### config.mk
export PLATFORM = sky130hd
export DESIGN_NAME = align_parity_mrnw
export DESIGN_NICKNAME = d
export VERILOG_FILES = /design/src/hw/align_pkg.sv /design/src/hw/mem_wr_if.sv /design/src/hw/align_parity_mrnw.sv /design/src/hw/rd_port_pipe.sv /design/src/hw/wr_lane_encode.sv /design/src/hw/wr_row_merge.sv
export VERILOG_INCLUDE_DIRS = /design/src /design/src/include
export SDC_FILE = /design/constraint.sdc
export NUM_CORES = 1
export LEC_CHECK = 0
export BUFFER_PORTS_ARGS = -buffer_cell sky130_fd_sc_hd__buf_2
export CORE_AREA = 3 3 396 398
export CTS_CLUSTER_DIAMETER = 60
export DETAILED_ROUTE_END_ITERATION = 8
export DIE_AREA = 0 0 399 401
export PLACE_DENSITY = 0.3
export SLEW_MARGIN = 20
export SYNTH_ARGS = -nofsm -noshare
export SYNTH_HDL_FRONTEND = slang
export SYNTH_SLANG_ARGS = --single-unit
### constraint.sdc
create_clock -name clk -period 4.2 [get_ports clk]
set_input_delay 0.63 -clock clk [delete_from_list [all_inputs] [get_ports clk]]
set_output_delay 0.63 -clock clk [all_outputs]
set_load 0.02 [all_outputs]
### src/include/align_geom.svh
// Geometry derived from the enclosing module's parameters
// Expects WIDTH, BITADDR, BITWRDS and NUMWRDS to be in scope where this is included

// ****************************************
// Stored word and row geometry
// ****************************************

localparam int MEMWDTH = WIDTH + 1;            // Data with parity bit on top

localparam int BITSROW = BITADDR - BITWRDS;    // Upper address bits select the row

localparam int ROWWDTH = NUMWRDS * MEMWDTH;    // One full SRAM row

### src/hw/align_pkg.sv
package align_pkg;

  // ****************************************
  // Default geometry
  // ****************************************

  localparam int DEF_WIDTH = 32;
  localparam int DEF_NUMWRPT = 2;
  localparam int DEF_NUMRDPT = 2;
  localparam int DEF_BITADDR = 10;
  localparam int DEF_NUMWRDS = 4;       // Words packed in one SRAM row
  localparam int DEF_BITWRDS = 2;
  localparam int DEF_SRAM_DELAY = 2;    // Cycles from mem_read to mem_rd_dout

  // ****************************************
  // Parity
  // ****************************************

  // Widest word the parity helper accepts
  // Narrower words are zero extended by the caller, which leaves the XOR unchanged
  localparam int PAR_MAXW = 128;

  function automatic logic parity_of(input logic [PAR_MAXW-1:0] data);
    return ^data;
  endfunction

endpackage

### src/hw/mem_wr_if.sv
// One port's write request toward the SRAM, already aligned to a full row
interface mem_wr_if #(
  parameter int BITSROW = align_pkg::DEF_BITADDR - align_pkg::DEF_BITWRDS,
  parameter int ROWWDTH = align_pkg::DEF_NUMWRDS * (align_pkg::DEF_WIDTH + 1)
);

  logic               write;  // Single-cycle strobe
  logic [BITSROW-1:0] row;
  logic [ROWWDTH-1:0] bw;     // Bit-write mask across the row
  logic [ROWWDTH-1:0] din;

  modport src (
    output write,
    output row,
    output bw,
    output din
  );

  modport sink (
    input write,
    input row,
    input bw,
    input din
  );

endinterface

### src/hw/align_parity_mrnw.sv
module align_parity_mrnw #(
  parameter int WIDTH = align_pkg::DEF_WIDTH,
  parameter int NUMWRPT = align_pkg::DEF_NUMWRPT,
  parameter int NUMRDPT = align_pkg::DEF_NUMRDPT,
  parameter int BITADDR = align_pkg::DEF_BITADDR,
  parameter int NUMWRDS = align_pkg::DEF_NUMWRDS,
  parameter int BITWRDS = align_pkg::DEF_BITWRDS,
  parameter int SRAM_DELAY = align_pkg::DEF_SRAM_DELAY
) (
  input  logic                                      clk,
  input  logic                                      reset,

  // Write ports
  input  logic [NUMWRPT-1:0]                        write,
  input  logic [NUMWRPT*BITADDR-1:0]                wr_adr,
  input  logic [NUMWRPT*WIDTH-1:0]                  din,

  // Read ports
  input  logic [NUMRDPT-1:0]                        read,
  input  logic [NUMRDPT*BITADDR-1:0]                rd_adr,
  output logic [NUMRDPT-1:0]                        rd_vld,
  output logic [NUMRDPT*WIDTH-1:0]                  rd_dout,
  output logic [NUMRDPT-1:0]                        rd_serr,
  output logic [NUMRDPT*BITADDR-1:0]                rd_padr,

  // SRAM side
  output logic [NUMWRPT-1:0]                        mem_write,
  output logic [NUMWRPT*(BITADDR-BITWRDS)-1:0]      mem_wr_adr,
  output logic [NUMWRPT*NUMWRDS*(WIDTH+1)-1:0]      mem_bw,
  output logic [NUMWRPT*NUMWRDS*(WIDTH+1)-1:0]      mem_din,
  output logic [NUMRDPT-1:0]                        mem_read,
  output logic [NUMRDPT*(BITADDR-BITWRDS)-1:0]      mem_rd_adr,
  input  logic [NUMRDPT*NUMWRDS*(WIDTH+1)-1:0]      mem_rd_dout
);

  `include "align_geom.svh"

  // ****************************************
  // Write path
  // ****************************************

  mem_wr_if #(
    .BITSROW(BITSROW),
    .ROWWDTH(ROWWDTH)
  ) wr_req [NUMWRPT] ();

  for (genvar p = 0; p < NUMWRPT; p++) begin : g_wr
    wr_lane_encode #(
      .WIDTH(WIDTH),
      .BITADDR(BITADDR),
      .NUMWRDS(NUMWRDS),
      .BITWRDS(BITWRDS)
    ) u_wr_lane_encode (
      .write(write[p]),
      .adr(wr_adr[p*BITADDR +: BITADDR]),
      .din(din[p*WIDTH +: WIDTH]),
      .req(wr_req[p])
    );
  end

  // All cross-port interaction happens in here
  wr_row_merge #(
    .NUMWRPT(NUMWRPT),
    .BITSROW(BITSROW),
    .ROWWDTH(ROWWDTH)
  ) u_wr_row_merge (
    .req(wr_req),
    .mem_write(mem_write),
    .mem_wr_adr(mem_wr_adr),
    .mem_bw(mem_bw),
    .mem_din(mem_din)
  );

  // ****************************************
  // Read path
  // ****************************************

  // Read ports are independent of each other
  for (genvar p = 0; p < NUMRDPT; p++) begin : g_rd
    rd_port_pipe #(
      .WIDTH(WIDTH),
      .BITADDR(BITADDR),
      .NUMWRDS(NUMWRDS),
      .BITWRDS(BITWRDS),
      .SRAM_DELAY(SRAM_DELAY)
    ) u_rd_port_pipe (
      .clk(clk),
      .reset(reset),
      .read(read[p]),
      .adr(rd_adr[p*BITADDR +: BITADDR]),
      .mem_read(mem_read[p]),
      .mem_rd_adr(mem_rd_adr[p*BITSROW +: BITSROW]),
      .mem_rd_dout(mem_rd_dout[p*ROWWDTH +: ROWWDTH]),
      .rd_vld(rd_vld[p]),
      .rd_dout(rd_dout[p*WIDTH +: WIDTH]),
      .rd_serr(rd_serr[p]),
      .rd_padr(rd_padr[p*BITADDR +: BITADDR])
    );
  end

endmodule

### src/hw/rd_port_pipe.sv
module rd_port_pipe #(
  parameter int WIDTH = align_pkg::DEF_WIDTH,
  parameter int BITADDR = align_pkg::DEF_BITADDR,
  parameter int NUMWRDS = align_pkg::DEF_NUMWRDS,
  parameter int BITWRDS = align_pkg::DEF_BITWRDS,
  parameter int SRAM_DELAY = align_pkg::DEF_SRAM_DELAY
) (
  input  logic                             clk,
  input  logic                             reset,
  input  logic                             read,
  input  logic [BITADDR-1:0]               adr,
  output logic                             mem_read,
  output logic [BITADDR-BITWRDS-1:0]       mem_rd_adr,
  input  logic [NUMWRDS*(WIDTH+1)-1:0]     mem_rd_dout,
  output logic                             rd_vld,
  output logic [WIDTH-1:0]                 rd_dout,
  output logic                             rd_serr,
  output logic [BITADDR-1:0]               rd_padr
);

  `include "align_geom.svh"

  localparam int LAST = SRAM_DELAY - 1;   // Stage lined up with mem_rd_dout

  logic [SRAM_DELAY-1:0] vld_q;
  logic [BITWRDS-1:0]    wadr_q [SRAM_DELAY];
  logic [BITSROW-1:0]    row_q  [SRAM_DELAY];

  logic [ROWWDTH-1:0]              row_data;
  logic [MEMWDTH-1:0]              word;
  logic [align_pkg::PAR_MAXW-1:0]  par_in;

  // ****************************************
  // SRAM request
  // ****************************************

  assign mem_read = read;
  assign mem_rd_adr = adr[BITADDR-1:BITWRDS];

  // ****************************************
  // Tag pipeline
  // ****************************************

  always_ff @(posedge clk) begin
    if (reset) begin
      vld_q <= '0;
    end else begin
      vld_q[0] <= read;
      for (int s = 1; s < SRAM_DELAY; s++) begin
        vld_q[s] <= vld_q[s-1];
      end
    end
  end

  // Address tags ride along with the valid bits
  always_ff @(posedge clk) begin
    wadr_q[0] <= adr[BITWRDS-1:0];
    row_q[0] <= mem_rd_adr;
    for (int s = 1; s < SRAM_DELAY; s++) begin
      wadr_q[s] <= wadr_q[s-1];
      row_q[s] <= row_q[s-1];
    end
  end

  // ****************************************
  // Word select and parity check
  // ****************************************

  assign row_data = mem_rd_dout;
  assign word = MEMWDTH'(row_data >> (wadr_q[LAST] * MEMWDTH));
  assign par_in = {{(align_pkg::PAR_MAXW - MEMWDTH){1'b0}}, word};

  assign rd_vld = vld_q[LAST];
  assign rd_dout = word[WIDTH-1:0];  // Parity bit is dropped here

  // Any odd number of flipped bits in the stored word shows up here
  assign rd_serr = vld_q[LAST] && align_pkg::parity_of(par_in);

  // Row and word position put back together give the read address
  assign rd_padr = {row_q[LAST], wadr_q[LAST]};

endmodule

### src/hw/wr_lane_encode.sv
module wr_lane_encode #(
  parameter int WIDTH = align_pkg::DEF_WIDTH,
  parameter int BITADDR = align_pkg::DEF_BITADDR,
  parameter int NUMWRDS = align_pkg::DEF_NUMWRDS,
  parameter int BITWRDS = align_pkg::DEF_BITWRDS
) (
  input  logic               write,
  input  logic [BITADDR-1:0] adr,
  input  logic [WIDTH-1:0]   din,
  mem_wr_if.src              req
);

  `include "align_geom.svh"

  logic [BITWRDS-1:0]              wadr;    // Word position inside the row
  logic [align_pkg::PAR_MAXW-1:0]  par_in;
  logic [MEMWDTH-1:0]              word;

  assign wadr = adr[BITWRDS-1:0];

  // Row index goes out even without a write
  assign req.row = adr[BITADDR-1:BITWRDS];

  assign par_in = {{(align_pkg::PAR_MAXW - WIDTH){1'b0}}, din};

  // Parity sits above the data bits
  assign word = {align_pkg::parity_of(par_in), din};

  // ****************************************
  // Lane placement
  // ****************************************

  always_comb begin
    req.write = write;
    req.bw = '0;
    req.din = '0;
    if (write) begin
      // Lane 0 occupies the low MEMWDTH bits of the row
      req.bw = ROWWDTH'({MEMWDTH{1'b1}}) << (wadr * MEMWDTH);
      req.din = ROWWDTH'(word) << (wadr * MEMWDTH);
    end
  end

endmodule

### src/hw/wr_row_merge.sv
module wr_row_merge #(
  parameter int NUMWRPT = align_pkg::DEF_NUMWRPT,
  parameter int BITSROW = align_pkg::DEF_BITADDR - align_pkg::DEF_BITWRDS,
  parameter int ROWWDTH = align_pkg::DEF_NUMWRDS * (align_pkg::DEF_WIDTH + 1)
) (
  mem_wr_if.sink                       req [NUMWRPT],
  output logic [NUMWRPT-1:0]           mem_write,
  output logic [NUMWRPT*BITSROW-1:0]   mem_wr_adr,
  output logic [NUMWRPT*ROWWDTH-1:0]   mem_bw,
  output logic [NUMWRPT*ROWWDTH-1:0]   mem_din
);

  logic [NUMWRPT-1:0] wr_in;
  logic [BITSROW-1:0] row_in [NUMWRPT];
  logic [ROWWDTH-1:0] bw_in  [NUMWRPT];
  logic [ROWWDTH-1:0] din_in [NUMWRPT];

  logic [NUMWRPT-1:0] wr_m;
  logic [ROWWDTH-1:0] bw_m   [NUMWRPT];
  logic [ROWWDTH-1:0] din_m  [NUMWRPT];

  // Interface arrays need constant indices, so unpack them here
  for (genvar g = 0; g < NUMWRPT; g++) begin : g_unpack
    assign wr_in[g]  = req[g].write;
    assign row_in[g] = req[g].row;
    assign bw_in[g]  = req[g].bw;
    assign din_in[g] = req[g].din;
  end

  // ****************************************
  // Same-row merge
  // ****************************************

  // A lower port hitting the same row folds into the higher one and is dropped.
  // Ports are visited in ascending order, so the highest writer of a row ends up
  // carrying all of them
  always_comb begin
    wr_m = wr_in;
    for (int i = 0; i < NUMWRPT; i++) begin
      bw_m[i] = bw_in[i];
      din_m[i] = din_in[i];
    end
    for (int i = 1; i < NUMWRPT; i++) begin
      for (int j = 0; j < i; j++) begin
        if (wr_m[j] && wr_m[i] && (row_in[j] == row_in[i])) begin
          wr_m[j] = 1'b0;
          din_m[i] = (din_m[j] & ~bw_m[i]) | din_m[i];  // Higher port keeps its own word
          bw_m[i] = bw_m[j] | bw_m[i];
        end
      end
    end
  end

  always_comb begin
    mem_write = wr_m;
    mem_wr_adr = '0;
    mem_bw = '0;
    mem_din = '0;
    for (int i = 0; i < NUMWRPT; i++) begin
      mem_wr_adr[i*BITSROW +: BITSROW] = row_in[i];
      mem_bw[i*ROWWDTH +: ROWWDTH] = bw_m[i];
      mem_din[i*ROWWDTH +: ROWWDTH] = din_m[i];
    end
  end

endmodule

==> results.txt, run 1 <==
The routed via count came out at 9881. sky130_fd_sc_hd__buf_4 is the most common cell in the netlist. The synthesis-to-layout area growth is 65.45%. Counting every net in the synthesized netlist gives between 1000 and 1500. Counting instances in the post-synthesis netlist gives the leading cell types as 318 x sky130_fd_sc_hd__buf_4, 129 x sky130_fd_sc_hd__and2_1, 128 x sky130_fd_sc_hd__a22o_1.

Subtracting the final worst setup slack from the clock period gives 3.956 ns. The share of synthesized area in the top cell type comes to 0.2783. The longest individual stage delay on the worst path came out at around 0.55 ns. The effective utilization at floorplan is 0.05582. After floorplanning, the core was divided into 144 placement rows. For this design, the slowest cell found on the critical path is sky130_fd_sc_hd__dfxtp_2.

The analysis attributes to cell leakage a power of a little over 7 nW. The number of synthesized register bits is 44. The count of port buffers added during placement came out at 1025. The count of cell types in the netlist is 34.

The total DRC errors in the routed layout came out at 0. The required time reported for the critical path endpoint came out at approximately 3.6 ns. The number of cell instances on the worst register-to-register path came out at 0. The dominant register cell in the synthesized netlist is sky130_fd_sc_hd__dfxtp_1. The fraction of the cycle the final worst path needs is 0.9420. The die covers around 160000 um2. The highest ir drop seen on vdd is ~0.13 mV.

In this run the remaining antenna-violating nets after routing total 0. For this block, the routed nets add up to ~81000 um of wire. The count of pins over their slew limit came out at 0. The number of antenna violations at the first check in global routing came out at between 40 and 50. The worst setup path startpoint is g_rd[1].u_rd_port_pipe.wadr_q[0][2]. The number of cells traversed by the worst hold path is 0. The critical path in this run is classified as reg -> out. The startpoint identified for the worst register-to-register timing path is g_rd[1].u_rd_port_pipe.wadr_q[0][0]. The async set-reset flop share out of synthesis came out at 0. Power spread over the standard cell area amounts to about 220 nW/um2.

Entering global routing, the biggest net connects 67 pins. The core box area is about 150000 um2. The share of the yosys chip area belonging to registers is 0.1027. The setup clock skew after layout came out at 0.004584 ns. The count of TritonRoute iterations in the first routing pass came out at 5. The kind of cell adding the most delay to the critical path is XOR/XNOR gates. Along the worst path, the maximum fanout reaches 10. The number of DRC markers in iteration 0 is 610.

The peak clock frequency supported by timing came out at roughly 250 MHz. The final cell utilization of the core came out at 0.09236. The clock slew seen by the registers of the worst setup and hold paths is approximately 0.070 ns.

The via density per instance is between 2 and 3. For the pin with the worst max-slew slack, the measured transition is roughly 0.89 ns. TritonCTS created 5 clock buffers. The final layout net count is between 1500 and 2000. The number of maximum-capacitance constraint violations is 0. The average wire length per cell after detail routing came out at between 20 and 25 um.

The number of sinks handled by clock tree synthesis came out at 44. The synthesized cell area came out at ~8600 um2. The CTS H-tree depth came out at 2. The critical path goes through buf_4 -> mux4_2 -> xnor2_1 -> xnor2_2 -> xnor3_1 -> or2_1 -> mux2i_2 -> buf_12.

TritonCTS built the clock tree. The number of ports placed on the die boundary is 1026. The number of global-route vias before repair is about 9500. Yosys printed 0 warnings.

The number of hold violations in the final report came to 0. The mean area per synthesized cell came out at approximately 9 um2. The die is 399 um wide. The count of flip-flops with a built-in enable after synthesis came out at 0.

The number of post-CTS setup repair buffers came out at 0. The arrival time at the worst endpoint came out at 3.33 ns. The weighted congestion at the end of routability-driven global placement came out at 0.8268.

The number of setup violations in the final report is 0. Setup repair after global routing left no endpoint under its margin. The proportion of layout cells with a drive suffix above 1 is 0.7194. The HPWL after detailed placement came out at between 70000 and 80000 um. The worst setup path is captured at a primary output. STA classifies the critical path startpoint as a flip-flop.

In this run the worst hold path is classified as reg -> reg. The first global-routing pass estimated ~100000 um of wire. The die extent in y is about 400 um. Headroom to the max-slew limit came out at 0.4067. The run finished with clean final reports. The clock root buffer master is sky130_fd_sc_hd__clkbuf_16. By area the synthesized netlist is led by sky130_fd_sc_hd__buf_4 28%, sky130_fd_sc_hd__mux4_2 17%, sky130_fd_sc_hd__a22o_1 13%, sky130_fd_sc_hd__dfxtp_1 10%, sky130_fd_sc_hd__xnor2_1 9.9%. The gate count after technology mapping came out at 953. The critical path contains buffers and inverters numbering 2 combined. sky130_fd_sc_hd__buf_4 takes more of the synthesized area than any other cell. The buffer depth of the longest clock path came out at 2. The overall track demand over capacity in global routing came out at 0.09392. The insertion delay to the later sink of the worst-skew pair came out at approximately 0.30 ns.

The total grt overflow is 0. The instance count on the critical path is 8. The aggregate negative setup slack came out at 0 ns. In this run the most critical hold path is launched from g_rd[1].u_rd_port_pipe.row_q[0][1].
path summary, 6_finish.rpt:
| kind | endpoint | slack [ns] |
|---|---|---|
| worst min register to register | g_rd[1].u_rd_port_pipe.row_q[0][9] | 0.33 |
| worst max-delay path | rd_serr[1] | 0.24 |
| worst min-delay path | g_rd[1].u_rd_port_pipe.row_q[0][9] | 0.33 |
| worst max register to register | g_rd[1].u_rd_port_pipe.wadr_q[0][2] | 3.62 |
report_power, final:
| group | switching, W | total, W | internal, W |
|---|---|---|---|
| Combinational | 0.00134 | 0.00218 | 0.000847 |
| Sequential | 0.0000151 | 0.000455 | 0.000440 |
| Clock | 0.000186 | 0.000469 | 0.000283 |
| Total | 0.00154 | 0.00311 | 0.00157 |
cell usage in the layout (no fill, tap or decap), types with 2 or more instances in the layout:
cell / netlist / layout
sky130_fd_sc_hd__buf_2: 7 / 1024
sky130_fd_sc_hd__and2_1: 129 / 129
sky130_fd_sc_hd__a22o_1: 128 / 128
sky130_fd_sc_hd__xnor2_1: 97 / 95
sky130_fd_sc_hd__mux4_2: 66 / 66
sky130_fd_sc_hd__dfxtp_1: 44 / 41
sky130_fd_sc_hd__buf_4: 318 / 38
sky130_fd_sc_hd__xor2_1: 25 / 25
sky130_fd_sc_hd__diode_2: 0 / 11
sky130_fd_sc_hd__nor2_4: 0 / 6
sky130_fd_sc_hd__nand2_1: 7 / 6
sky130_fd_sc_hd__nor2b_1: 6 / 6
sky130_fd_sc_hd__clkbuf_16: 0 / 5
sky130_fd_sc_hd__buf_12: 2 / 5
sky130_fd_sc_hd__nand4_1: 4 / 4
sky130_fd_sc_hd__xnor2_2: 2 / 4
sky130_fd_sc_hd__xnor3_1: 4 / 4
sky130_fd_sc_hd__nand2b_1: 3 / 3
sky130_fd_sc_hd__o22ai_1: 3 / 3
sky130_fd_sc_hd__dfxtp_2: 0 / 3
sky130_fd_sc_hd__or3b_2: 2 / 2
sky130_fd_sc_hd__and3_2: 0 / 2
sky130_fd_sc_hd__nand3_1: 2 / 2
sky130_fd_sc_hd__and3b_2: 0 / 2
sky130_fd_sc_hd__inv_1: 3 / 2
sky130_fd_sc_hd__or2_1: 2 / 2
layout make-up:
type                       instances  area, um2
antenna                           11      27.53
clock buffer                       5      125.1
clock inverter                     3      46.29
fill                           18130     139500
inverter                           3      11.26
multi-input combinational        502       5005
sequential                        44      884.6
tap                             2044       2557
timing repair buffer            1068       5538
cells by family after synthesis:
logic type                count (synthesis)  share of synthesized area
buffers and inverters                   407                     0.3255
xor gates and xnor gates                128                     0.1388
and+or+nand+nor                         173                     0.1229
muxes                                    68                     0.1756
DFF                                      44                     0.1027
AOI/OAI and AO/OA                       133                     0.1345
state kept, by name, summed over array words and instances (netlist names):
register,count
g_rd.u_rd_port_pipe.row_q,32
g_rd.u_rd_port_pipe.vld_q,4
g_rd.u_rd_port_pipe.wadr_q,8
metrics by stage:
stage	area (um2)	std cells	worst slack (ns)	hold WS (ns)	total power, W
2_1_floorplan	8579	953	0.2266	0.3096	0.001842
3_3_place_gp	13960	3660	0.2046	0.3110	0.002726
3_5_place_dp	13960	3660	0.2629	0.3121	0.002718
4_1_cts	14140	3668	0.03419	0.3267	0.003219
5_1_grt	14180	3675	0.04217	0.3290	0.003298
6_report	14190	3680	0.2436	0.3255	0.003106
metal layers:
layer  GRT usage  routed length [um]  up-vias
li1            -                   -     4315
met4     0.01810                1491        6
met5           0                  53        -
met1      0.1029               29640     4879
met3     0.01206                4217       72
met2      0.1889               45610      609
what timing repair did:
action | in CTS | in global routing
hold buffers | 0 | 0
gates resized for setup | 1 | 1
endpoints found under the setup margin | 1 | 1
pin swaps | 0 | 0
(Power assumes the default switching activity.)
==> run 2, diff against run 1 <==
--- a/config.mk
+++ b/config.mk
@@ -6,11 +6,12 @@
 export SDC_FILE = /design/constraint.sdc
 export NUM_CORES = 1
 export LEC_CHECK = 0
+export ABC_AREA = 1
 export BUFFER_PORTS_ARGS = -buffer_cell sky130_fd_sc_hd__buf_2
-export CORE_AREA = 3 3 396 398
+export CORE_AREA = 3 3 399 401
 export CTS_CLUSTER_DIAMETER = 60
 export DETAILED_ROUTE_END_ITERATION = 8
-export DIE_AREA = 0 0 399 401
+export DIE_AREA = 0 0 402 404
 export PLACE_DENSITY = 0.3
 export SLEW_MARGIN = 20
 export SYNTH_ARGS = -nofsm -noshare
==> run 2 against run 1 <==
Effect of this change:
- clock skew grew 0.0024 ns
- register-to-register slack improved by 0.08 ns
- area after synthesis rose by 14%
- clock-buffer cell count did not move
- setup slack improved by 0.14 ns
- largest cell class unchanged
==> results.txt, run 2 <==
The flow ran to the end, and the final reports show no timing, DRC or antenna violations. The count of TritonRoute iterations in the first routing pass came out at 5 (unchanged). For this run, the leading register cell type out of synthesis is sky130_fd_sc_hd__dfxtp_1.

The number of maximum-capacitance constraint violations came to 0 (unchanged). The number of post-CTS setup repair buffers came out at 0 (unchanged). The type of the worst setup path is in -> out.

The gate count after technology mapping came out at 1719 (+80%). The wire length the detailed router placed on met1 came out at 52130 um (+76%). The number of synthesized register bits came out at 44 (unchanged). The placed cell count is 4465 (+22%). The multi-input logic area came out at 5648 um2 (+13%).

The overall track demand over capacity in global routing came to 0.1329 (+0.03899). The number of resized instances in the post-cts repair step came out at 0 (-1). The setup clock skew after layout is 0.006966 ns (+0.002381 ns).

The number of sinks handled by clock tree synthesis was 44 (unchanged). The buffer depth of the longest clock path came out at 2 (unchanged). The final layout net count was 2788 (+40%). The clock slew seen by the registers of the worst setup and hold paths is 0.06 ns (about the same). In the final layout, the registers with the most flip-flops are g_rd.u_rd_port_pipe.row_q x32, g_rd.u_rd_port_pipe.wadr_q x8, g_rd.u_rd_port_pipe.vld_q x4. STA classifies the critical path startpoint as an input pin. The most common cell in the synthesized netlist is sky130_fd_sc_hd__nand2_1. The biggest fanout along the worst timing path is 33 (+23).

The number of DRC markers in iteration 0 came out at 1024 (+68%). The effective utilization at floorplan came out at 0.06270 (+0.006878). The count of port buffers added during placement is 1025 (unchanged). The average wire length per cell after detail routing came out at 25.65 um (+17%).

The HPWL after detailed placement is 102700 um (+44%). Setup repair after global routing left no endpoint under its margin. The sequential fraction of design power is 0.136 (-0.010). The leakage power came out at 9.161 nW (+27%). The wire length on met3 is 10280 um (+140%). The power share of the clock group came out at 0.158 (+0.007). The number of nets with antenna violations after routing is 0 (unchanged). The detailed router used layers up to and including met5. The CTS H-tree depth came to 2 (unchanged). The number of buffers inserted by hold repair at cts is 0 (unchanged).

The weighted congestion at the end of routability-driven global placement is 0.9846 (+19%). The floorplan die area is 162400 um2 (+1.5%). The clock period minus worst slack came out at 3.819 ns (-0.1376 ns). The arrival time at the worst endpoint came to 3.19 ns (-0.14 ns).

The post-layout instance area is 15800 um2 (+11%). The highest ir drop seen on vdd came out at 0.1420 mV (+5.5%). The mean area per synthesized cell came out at 5.691 um2 (-37%). Ranked by total cell area, the synthesized netlist is headed by sky130_fd_sc_hd__buf_4 25%, sky130_fd_sc_hd__nand2_1 22%, sky130_fd_sc_hd__dfxtp_1 9.0%, sky130_fd_sc_hd__a22o_1 8.6%, sky130_fd_sc_hd__nand3_1 7.0%. The clock buffer count from CTS came out at 5 (unchanged). The core box area came out at 156000 um2 (+1.5%). The total of warnings raised by yosys came to 0 (unchanged). The total DRC errors in the routed layout came out at 0 (unchanged). Ranked by flip-flop count, first place goes to g_rd.u_rd_port_pipe.row_q.

The critical path goes through buf_2 -> inv_1 -> nor3_2 -> clkinv_1 -> buf_4 -> o21ai_2 -> buf_4 -> buf_2. The flip-flop count of the largest register, all copies and words added was 32 (unchanged). The routed via count came out at 14090 (+43%).

The die extent in y came out at 404 um (+0.75%). The async set-reset flop share out of synthesis came out at 0 (unchanged). The via density per instance came out at 3.145 (+17%). The number of filler cells placed in the layout is 18670 (+3.0%).

The number of nets produced by synthesis is 2093 (+58%). The cell area power density is 210.1 nW/um2 (-4.0%). STA classifies the critical path endpoint as a primary output. The biggest area contributor in the post-synthesis netlist is sky130_fd_sc_hd__buf_4.

In the layout the commonest cells are 1010 x sky130_fd_sc_hd__buf_2, 571 x sky130_fd_sc_hd__nand2_1, 152 x sky130_fd_sc_hd__nor2_1. The synthesis-to-layout area growth is 61.47%. The count of pins over their slew limit is 0 (unchanged). The number of global-route vias before repair was 13150 (+39%). The number of ports placed on the die boundary is 1026 (unchanged). The placed standard-cell area is 15590 um2 (+12%). The total grt overflow was 0 (unchanged). The share of the yosys chip area belonging to registers is 0.09004 (-0.01263). The proportion of layout cells with a drive suffix above 1 came out at 0.4648 (-0.2546). The wire length of the first global-routing pass is 142300 um (+42%). The pin slew with the least headroom to its limit is 1.076 ns (+0.1865 ns). The count of cell types in the netlist came out at 32 (-5.9%). The total wire length after detailed routing was 114900 um (+42%). The fraction of the cycle the final worst path needs is 0.9092 (-0.03275). The number of antenna violations at the first check in global routing was 33 (-28%). The longest individual stage delay on the worst path is 0.72 ns (+0.17 ns). The sequential cell area came out at 883.3 um2 (-0.14%). The wire length on met2 came out at 50850 um (+12%).

The fraction of power spent switching nets came to 0.5507 (+0.05619). Sorting the synthesized cells by how often they occur yields 571 x sky130_fd_sc_hd__nand2_1, 326 x sky130_fd_sc_hd__buf_4, 155 x sky130_fd_sc_hd__nor2_1. The row count came to 145 (+0.69%). The number of setup violations in the final report came out at 0 (unchanged). The required time reported for the critical path endpoint came out at 3.57 ns (about the same). The count of flip-flops with a built-in enable after synthesis came out at 0 (unchanged). The total net switching power came out at 0.001828 W (+19%). The most common library cell in the layout ignoring fill and taps is sky130_fd_sc_hd__buf_2.

The master of the slowest instance on the critical path is sky130_fd_sc_hd__nor3_2. TritonCTS built the clock tree. The headroom to the max-slew limit came out at 0.2819 (-0.1248).

The peak clock frequency supported by timing came out at 261.9 MHz (+3.6%). The maximum number of pins on one net before global-route repair came to 61 (-9.0%). In this run the worst hold path is classified as reg -> reg. The die boundary width came out at 402 um (+0.75%). The kind of cell adding the most delay to the critical path is buffers and inverters. The insertion delay to the later sink of the worst-skew pair came out at 0.30 ns (about the same).

The number of cells in the finished layout apart from fillers came to 4480 (+22%). The number of buffer and inverter instances along the worst setup path is 6 (+4). The internal power contribution came out at 0.001491 W (-5.0%).

CTS placed an instance of sky130_fd_sc_hd__clkbuf_16 at the clock tree root. The proportion of netlist area held by the largest area contributor came out at 0.2502 (-0.02810). The number of hold violations in the final report was 0 (unchanged). The synthesized cell area came out at 9783 um2 (+14%). The portion of total power attributed to combinational logic came out at 0.707 (+0.004).
run 2: cells by family (layout without fill, tap and decap cells):
logic type      count (synthesis)  after routing  synth area share
mux                             1              1          0.001023
xor+xnor                       88             88           0.08185
simple gates                  889            889            0.3644
compound gates                155            155            0.1195
other cells                     0              8                 0
buf+inv                       542           1237            0.3433
flops                          44             44           0.09004
run 2: layout make-up:
class / count / area share
Antenna cell: 8 / 0.001267
Clock buffer: 5 / 0.007921
Clock inverter: 2 / 0.003802
Inverter: 147 / 0.03525
Multi-Input combinational cell: 1133 / 0.3575
Sequential cell: 44 / 0.05592
Tap cell: 2058 / 0.1630
Timing Repair Buffer: 1083 / 0.3753
run 2: worst paths after layout:
path	from	to	slack, ns	cells past startpoint
worst min-delay path	g_rd[1].u_rd_port_pipe.wadr_q[0][0]	g_rd[1].u_rd_port_pipe.wadr_q[0][2]	0.33	0
worst max register to register	g_rd[1].u_rd_port_pipe.row_q[0][7]	g_rd[1].u_rd_port_pipe.row_q[0][15]	3.70	0
worst min register to register	g_rd[1].u_rd_port_pipe.wadr_q[0][0]	g_rd[1].u_rd_port_pipe.wadr_q[0][2]	0.33	0
worst max-delay path	write[0]	mem_bw[195]	0.38	8
run 2: power by group through the flow:
stage / Sequential (W) / Clock (W) / Combinational [W]
floorplan: 0.000453 / 0 / 0.00136
global placement: 0.000461 / 0 / 0.00239
detailed placement: 0.000461 / 0 / 0.00238
CTS: 0.000451 / 0.000555 / 0.00238
global route: 0.000453 / 0.000570 / 0.00251
finish: 0.000451 / 0.000523 / 0.00235
run 2: layer usage:
layer | global-route usage | vias to the layer above
met5 | 0 | -
met1 | 0.1815 | 6784
li1 | - | 6463
met2 | 0.2095 | 759
met4 | 0.01661 | 10
met3 | 0.04108 | 72
run 2: per-stage QoR:
step / TNS, ns / worst slack [ns] / total power, W / utilization / hold WS (ns)
2_1_floorplan: -8.303 / -0.2595 / 0.001814 / - / 0.3096
3_5_place_dp: 0 / 0.4836 / 0.002837 / 0.09993 / 0.3156
5_1_grt: 0 / 0.03189 / 0.003536 / 0.1012 / 0.3313
4_1_cts: 0 / 0.2088 / 0.003387 / 0.1011 / 0.3307
6_report: 0 / 0.3812 / 0.003319 / 0.1012 / 0.3283
3_3_place_gp: 0 / 0.5136 / 0.002847 / 0.09988 / 0.3133
